`src/source/core_pkg.sv`:
```
`default_nettype none

package core_pkg;

    parameter int data_w = 32;     // Integer word width
    parameter int pc_w = 32;       // Instruction address width
    parameter int reg_addr_w = 5;  // Register file index width

    typedef enum logic [3:0] {
        alu_add,
        alu_sub,
        alu_and,
        alu_or,
        alu_xor,
        alu_nor,
        alu_slt,
        alu_sltu,
        alu_sll,
        alu_srl,
        alu_sra,
        alu_lui
    } alu_op_e;

    // Loads come before stores so the store group stays contiguous
    typedef enum logic [3:0] {
        dm_none,
        dm_lb,
        dm_lbu,
        dm_lh,
        dm_lhu,
        dm_lw,
        dm_sb,
        dm_sh,
        dm_sw
    } dm_op_e;

    typedef enum logic [1:0] {
        wb_alu,
        wb_load,
        wb_link   // Return address for jal and jalr
    } wb_sel_e;

    typedef enum logic [1:0] {
        dst_rt,
        dst_rd,
        dst_r31
    } reg_dst_e;

endpackage

`default_nettype wire
```
`src/source/pipe_pkg.sv`:
```
`default_nettype none

package pipe_pkg;

    import core_pkg::*;

    // Decoded instruction as it enters execute with its operands already read
    typedef struct packed {
        logic                  valid;
        logic [pc_w-1:0]       pc_4;
        logic [reg_addr_w-1:0] rt;
        logic [reg_addr_w-1:0] rd;
        logic [15:0]           imm16;
        logic                  reg_w_en;
        logic [data_w-1:0]     data_a;
        logic [data_w-1:0]     data_b;
        alu_op_e               alu_op;
        logic                  use_imm;
        dm_op_e                dm_op;
        reg_dst_e              reg_dst;
        wb_sel_e               wb_sel;
        logic                  syscall;
        logic [pc_w-1:0]       pc_guessed;
    } ex_rec_t;

    typedef struct packed {
        logic                  valid;
        logic [pc_w-1:0]       pc_4;
        logic [reg_addr_w-1:0] dest;
        logic                  reg_w_en;
        logic [data_w-1:0]     alu_res;     // Also the data memory byte address
        logic [data_w-1:0]     store_data;
        dm_op_e                dm_op;
        wb_sel_e               wb_sel;
        logic                  syscall;
        logic [pc_w-1:0]       pc_guessed;
    } mem_rec_t;

    typedef struct packed {
        logic                  valid;
        logic [reg_addr_w-1:0] dest;
        logic                  reg_w_en;
        logic [data_w-1:0]     data;
    } wb_rec_t;

endpackage

`default_nettype wire

```
`src/source/alu_stage.sv`:
```
`timescale 1ns/100ps
`default_nettype none

module alu_stage
    import core_pkg::*, pipe_pkg::*;
(
    input  ex_rec_t  issue,
    output mem_rec_t ex_out
);

    logic [data_w-1:0]     imm_sext;
    logic [data_w-1:0]     imm_zext;
    logic [data_w-1:0]     op_b;
    logic [data_w-1:0]     alu_res;
    logic [4:0]            shamt;
    logic                  logic_op;
    logic [reg_addr_w-1:0] dest;

    assign imm_sext = {{(data_w-16){issue.imm16[15]}}, issue.imm16};
    assign imm_zext = {{(data_w-16){1'b0}}, issue.imm16};

    // andi, ori and xori take the immediate zero-extended
    assign logic_op = issue.alu_op inside {alu_and, alu_or, alu_xor, alu_nor};

    assign op_b = !issue.use_imm ? issue.data_b : (logic_op ? imm_zext : imm_sext);

    assign shamt = issue.imm16[10:6];  // The sa field of an R-type word

    always_comb begin
        case (issue.alu_op)
            alu_add:  alu_res = issue.data_a + op_b;
            alu_sub:  alu_res = issue.data_a - op_b;
            alu_and:  alu_res = issue.data_a & op_b;
            alu_or:   alu_res = issue.data_a | op_b;
            alu_xor:  alu_res = issue.data_a ^ op_b;
            alu_nor:  alu_res = ~(issue.data_a | op_b);
            alu_slt: begin
                alu_res = {{(data_w-1){1'b0}}, $signed(issue.data_a) < $signed(op_b)};
            end
            alu_sltu: begin
                alu_res = {{(data_w-1){1'b0}}, issue.data_a < op_b};
            end
            // Shifts act on rt, which arrives as data_b
            alu_sll:  alu_res = issue.data_b << shamt;
            alu_srl:  alu_res = issue.data_b >> shamt;
            alu_sra:  alu_res = $signed(issue.data_b) >>> shamt;
            alu_lui:  alu_res = {issue.imm16, {(data_w-16){1'b0}}};
            default:  alu_res = '0;
        endcase
    end

    always_comb begin
        case (issue.reg_dst)
            dst_rt:  dest = issue.rt;
            dst_rd:  dest = issue.rd;
            default: dest = reg_addr_w'(31);  // Link register
        endcase
    end

    always_comb begin
        ex_out            = '0;
        ex_out.valid      = issue.valid;
        ex_out.pc_4       = issue.pc_4;
        ex_out.dest       = dest;
        ex_out.reg_w_en   = issue.reg_w_en;
        ex_out.alu_res    = alu_res;
        ex_out.store_data = issue.data_b;
        ex_out.dm_op      = issue.dm_op;
        ex_out.wb_sel     = issue.wb_sel;
        ex_out.syscall    = issue.syscall;
        ex_out.pc_guessed = issue.pc_guessed;
    end

endmodule

`default_nettype wire

```
`config.mk`:
```
export PLATFORM = sky130hd
export DESIGN_NAME = alu_stage
export DESIGN_NICKNAME = d
export VERILOG_FILES = /design/src/source/core_pkg.sv /design/src/source/pipe_pkg.sv /design/src/source/alu_stage.sv
export SDC_FILE = /design/constraint.sdc
export NUM_CORES = 1
export LEC_CHECK = 0
export BUFFER_PORTS_ARGS = -buffer_cell sky130_fd_sc_hd__buf_2
export CELL_PAD_IN_SITES_DETAIL_PLACEMENT = 0
export CELL_PAD_IN_SITES_GLOBAL_PLACEMENT = 2
export CORE_UTILIZATION = 31
export DETAILED_ROUTE_END_ITERATION = 6
export PLACE_DENSITY_LB_ADDON = 0.1
export SETUP_SLACK_MARGIN = 0.1
export SYNTH_ARGS = -nofsm -noshare
export SYNTH_HDL_FRONTEND = slang
export SYNTH_SLANG_ARGS = --single-unit
```
`constraint.sdc`:
```
create_clock -name vclk -period 19.05
set_input_delay 3.81 -clock vclk [all_inputs]
set_output_delay 3.81 -clock vclk [all_outputs]
set_load 0.005 [all_outputs]
```
==> results of run 1 <==
[cell usage in the layout (no fill, tap or decap), types with 6 or more instances in the layout]
cell type  count
nor2b_1       16
a211o_1       12
ha_1          97
o22ai_1       17
o221ai_1      10
nand4_1       12
or2_2          7
a2111oi_0      6
a21oi_1      133
a31oi_1       19
o31ai_1       11
nor2_1       171
mux4_2        22
nand2b_1       8
buf_2        165
nor4_1        14
o21a_1        21
inv_1         98
or3_1          7
o211ai_1      23
nand3_1       44
o21ai_0      100
nor3_1        22
a221oi_1      22
mux2i_1       72
nand2_1      138
and2_1         6
a21o_1        10
mux2_2        32
a222oi_1      14
o2111ai_1     14
buf_4         20
o21bai_1      15
a211oi_1      23
a22oi_1       12
[kinds of logic after synthesis]
group           after synthesis
compound gates              519
simple gates                468
buf+inv                     326
mux                         126
fa+ha+maj                    99
xor+xnor                      7
[stage by stage]
step / power [mW] / instance area, µm² / setup slack, ps / instances / util
6_report: 0.355 / 10400 / 6800 / 1939 / 0.327
5_1_grt: 0.384 / 10400 / 6570 / 1939 / 0.327
4_1_cts: 0.349 / 10400 / 6880 / 1939 / 0.327
3_5_place_dp: 0.347 / 10400 / 6900 / 1939 / 0.327
3_3_place_gp: 0.349 / 10400 / 6910 / 1939 / 0.327
2_1_floorplan: 0.239 / 10100 / 7440 / 1545 / -
[power groups by stage]
stage / sequential (mW) / clock [mW] / combinational, mW
2_1_floorplan: 0 / 0 / 0.239
4_1_cts: 0 / 0 / 0.349
3_3_place_gp: 0 / 0 / 0.349
6_report: 0 / 0 / 0.355
3_5_place_dp: 0 / 0 / 0.347
5_1_grt: 0 / 0 / 0.384
[path summary, 6_finish.rpt]
check | to | slack, ps
setup / recovery | ex_out[102] | 6800
hold / removal | ex_out[109] | 7620
[per-layer routing]
metal	vias to the layer above	wire length, µm	track usage
met3	77	3020	0.0161
met2	525	22800	0.472
li1	5514	-	-
met5	-	0	0
met4	0	1550	0.0803
met1	5892	23700	0.432
[layout make-up]
type	instances	area, µm²
inverter	100	375
tap	435	544
multi-input combinational	1219	8510
fill	3708	21500
timing repair buffer	185	976
[critical path, cell delays in order]
cell and delay, ps:
buf_2 640, nand2_1 590, o21a_1 310, inv_1 90, ha_1 370, nand2_1 200
o21ai_0 420, nor3_1 80, nand3_1 90, nand2_1 90, o41ai_1 960, a211oi_1 220
a211oi_1 250, o32ai_1 120, buf_2 150
==> reports/metrics.cfg, run 1 <==
[power]
clockPowerShare=0
power.internal_mw=0.124
seq_power_share=0
leakagePower_nw=4.57
power_switching_mw=0.231
powerDensity_nw_per_um2=34.1
netSwitchingFraction=0.651
p_comb_frac=1.000
peakVddDrop_v=0.0000113

[yosys]
synth_area_leaders=ha_1, buf_4, mux2i_1
synth_top_cell_by_area=ha_1
syn-num-nets=1814
yosys.area_share.simple=0.208
yosys-top-cells-count=nor2_1, nand2_1, a21oi_1
ys_seq_area_frac=0
yosys_warnings=0
synthAdderAreaFrac=0.124
synth_top_family_by_area=compound AO/OA/AOI/OAI gates
muxShareOfSynthArea=0.155
avgSynthCellArea_um2=6.57
ys_types=78
yosysTopAreaCellShare=0.120
syn_area_um2=10100
synth_compound_area_frac=0.344
yosys.area_share.xor_xnor=0.00604
synth_cells=1545
synth.most_common_cell=nor2_1

[timing]
period_needed_ps=12250
fin_setup_tns_ps=0
fmax_mhz=81.6
holdWs_ps=7620
grt_setup_unrepaired=false
finalSetupViolations=0
tightestPinTransition_ps=1110
fin_crit_sh=0.643
timing.final.max_slew_violations=0
hold_viol_final=0
slew_headroom=0.253

[floorplanning]
dieArea_um2=33400
chipHeight_um=183
die_x_um=183
core_um2=31900
start_util=0.318
pin_count=312
row_count=65

[outcome]
status=finished, final reports clean

[critical_path]
path_class=in -> out
worstPathMaxFanout=33
crit_required_ps=15240
startpoint_type=input port
startpoint=issue[41]
cp-end-kind=output port
worstPathArrival_ps=8440

[cells_and_area]
antennaDiodeCount=0
area_growth_pct=2.63
layout-drive-gt1-share=0.176
finalNetCount=1775
final-seq-area_um2=0
n_sequential_cell=0
clock_buffers=0

[cts]
cts_setup_buffers=0
ctsHoldBuffers=0
cts_resized=0

[min_path]
hold_path_depth=0
worstHoldStart=issue[137]
min_path_type=in -> out

[global_routing]
grt_max_degree=58
grt_pass1_vias=11341
grt_usage=0.297
gr-total-overflow=0
antenna_found_initial=0
grt_first_pass_wirelength_um=75400

[route]
post-route-drc-count=0
dr.pass1.iters=6
ant_nets=0
vias_per_cell=6.19
routed-via-count=12008
drt_wl_total_um=51100
avgRoutedWirePerCell_um=26.3
drtIter0Drc=1290

[place]
gp_congestion=0.942
io_buffers=166
hpwl_um=39700

[flow_run]
maxCapViolCount=0

Note: power is estimated with default switching activity, not from simulation.
==> run 2: changes to the inputs <==
--- a/config.mk
+++ b/config.mk
@@ -8,7 +8,7 @@
 export BUFFER_PORTS_ARGS = -buffer_cell sky130_fd_sc_hd__buf_2
 export CELL_PAD_IN_SITES_DETAIL_PLACEMENT = 0
 export CELL_PAD_IN_SITES_GLOBAL_PLACEMENT = 2
-export CORE_UTILIZATION = 31
+export CORE_UTILIZATION = 29
 export DETAILED_ROUTE_END_ITERATION = 6
 export PLACE_DENSITY_LB_ADDON = 0.1
 export SETUP_SLACK_MARGIN = 0.1
==> constraint.sdc (replaced) <==
create_clock -name vclk -period 11.7
set_input_delay 2.34 -clock vclk [all_inputs]
set_output_delay 2.34 -clock vclk [all_outputs]
set_load 0.005 [all_outputs]
==> run 2 against run 1 <==
  * The run now ends with design-rule violations left
  * Via count down 1.6%
  * Design area is 0.38% higher
  * Core utilization down 2.3 points
  * First-iteration DRC count grew 6.3%
  * Flip-flop and latch count stayed put
  * Clock-buffer cell count did not move
  * Die area is 6.8% higher
  * Cell count grew 1.1%
  * Non-clock buffer count grew 2
==> reports/metrics.cfg, run 2 (same netlist as run 1, synthesis figures left out) <==
[critical_path]
cp-endpoint=ex_out[101]
path_class=in -> out
worst-path-buf-inv=2  ; -1
slowest_stage=a311oi_1
worstPathMaxFanout=40  ; +21%
worstPathArrival_ps=6820  ; -1620 ps
max_stage_delay_ps=720  ; -240 ps
startpoint_type=input port
cp.depth=13  ; -2
startpoint=issue[118]
crit_required_ps=9360  ; -5880 ps
crit_chain=buf_4 -> mux2i_1 -> ha_1 -> nor2b_1 -> a2111oi_0 -> a21oi_1 -> a311oi_1 -> o311ai_0 -> a31oi_1 -> a211o_1 -> nand2_1 -> o211ai_1 -> buf_2
cp-end-kind=output port
critPathTopFamily=compound AO/OA/AOI/OAI gates

[timing]
slew_headroom=0.214  ; -0.0386
period_needed_ps=9160
hold_viol_final=0  ; unchanged
fmax_mhz=109
grt_setup_unrepaired=false
timing.final.max_slew_violations=0  ; unchanged
finalSetupViolations=0  ; unchanged
fin_crit_sh=0.783
fin_setup_tns_ps=0  ; unchanged
tightestPinTransition_ps=1150  ; +42.7 ps

[cells_and_area]
layout-drive-gt1-share=0.177  ; +0.000430
final-seq-area_um2=0  ; unchanged
area_growth_pct=3.02
final_common_cell=nor2_1
finalNetCount=1777  ; +0.11%
final_cell_mix=nor2_1, buf_2, nand2_1
antennaDiodeCount=0  ; unchanged
final_cells=1961  ; +1.1%
n_fill_cell=3927  ; +5.9%
clock_buffers=0  ; unchanged
n_sequential_cell=0  ; unchanged

[route]
dr.pass1.iters=7  ; +1
avgRoutedWirePerCell_um=26.5  ; +0.61%
drtIter0Drc=1371  ; +6.3%
post-route-drc-count=6  ; +6
vias_per_cell=6.02  ; -2.7%
ant_nets=0  ; unchanged
drt_wl_total_um=52000  ; +1.8%
routed-via-count=11812  ; -1.6%

[power]
leakagePower_nw=4.58  ; +0.21%
powerDensity_nw_per_um2=55.5  ; +63%
peakVddDrop_v=0.0000169  ; +50%
p_total_mw=0.580  ; +63%

[place]
io_buffers=166  ; unchanged
hpwl_um=40500  ; +2.0%
gp_congestion=0.944  ; +0.21%
dp_cells=1961  ; +1.1%

[global_routing]
gr-total-overflow=0  ; unchanged
grt_first_pass_wirelength_um=75700  ; +0.41%
antenna_found_initial=1  ; +1
grt_usage=0.279  ; -0.0180
grt_max_degree=56  ; -3.4%
grt_pass1_vias=11149  ; -1.7%

[min_path]
min_path_type=in -> out

[flow_run]
maxCapViolCount=0  ; unchanged

[floorplanning]
chipHeight_um=189  ; +3.4%
pin_count=312  ; unchanged
core_um2=34500  ; +8.1%
dieArea_um2=35700  ; +6.8%
row_count=68  ; +4.6%
start_util=0.294  ; -0.0238
die_x_um=189  ; +3.4%

[cts]
cts_resized=0  ; unchanged
ctsHoldBuffers=0  ; unchanged
cts_setup_buffers=0  ; unchanged

[outcome]
status=finished, violations left
violations=design-rule violations

[run 2: cell types whose count changed in the layout (fill, tap and decap cells not counted), sizes merged]
cell / previous run / this run
buf: 185 / 187
[run 2: per-layer routing]
metal / vias up / track usage / share of wire / routed length (µm)
met2: 509 / 0.456 / 0.46 / 23800
met1: 5747 / 0.399 / 0.46 / 23800
met5: - / 0 / 0 / 0
li1: 5510 / - / - / -
met3: 46 / 0.0187 / 0.062 / 3220
met4: 0 / 0.0565 / 0.022 / 1140
[run 2: cell type report]
class                      instances  area (µm²)  share of cell area
tap                              455         569              0.0545
inverter                         100         375              0.0359
timing repair buffer             187         993              0.0951
multi-input combinational       1219        8510               0.815
[run 2: stage by stage]
stage | worst slack (ps) | cell area, µm² | util | hold WS [ps]
6_report | 2540 | 10500 | 0.303 | 4680
4_1_cts | 2550 | 10500 | 0.303 | 4680
2_1_floorplan | 3030 | 10100 | - | 4760
3_3_place_gp | 2630 | 10500 | 0.303 | 4680
5_1_grt | 2080 | 10500 | 0.303 | 4680
3_5_place_dp | 2560 | 10500 | 0.303 | 4680
[run 2: worst min path at each step]
stage | to | start | slack, ps | cells after the start
global route | ex_out[124] | issue[152] | 4680 | 0
floorplan | ex_out[0] | issue[0] | 4760 | 1
detailed placement | ex_out[103] | issue[110] | 4680 | 0
global placement | ex_out[103] | issue[110] | 4680 | 0
CTS | ex_out[103] | issue[110] | 4680 | 0
finish | ex_out[10] | issue[10] | 4680 | 0
[run 2: where the power goes]
| part | internal [mW] | leakage (nW) | switching [mW] |
|---|---|---|---|
| Sequential | 0 | 0 | 0 |
| Combinational | 0.202 | 4.58 | 0.377 |
| Clock | 0 | 0 | 0 |
| Total | 0.202 | 4.58 | 0.377 |
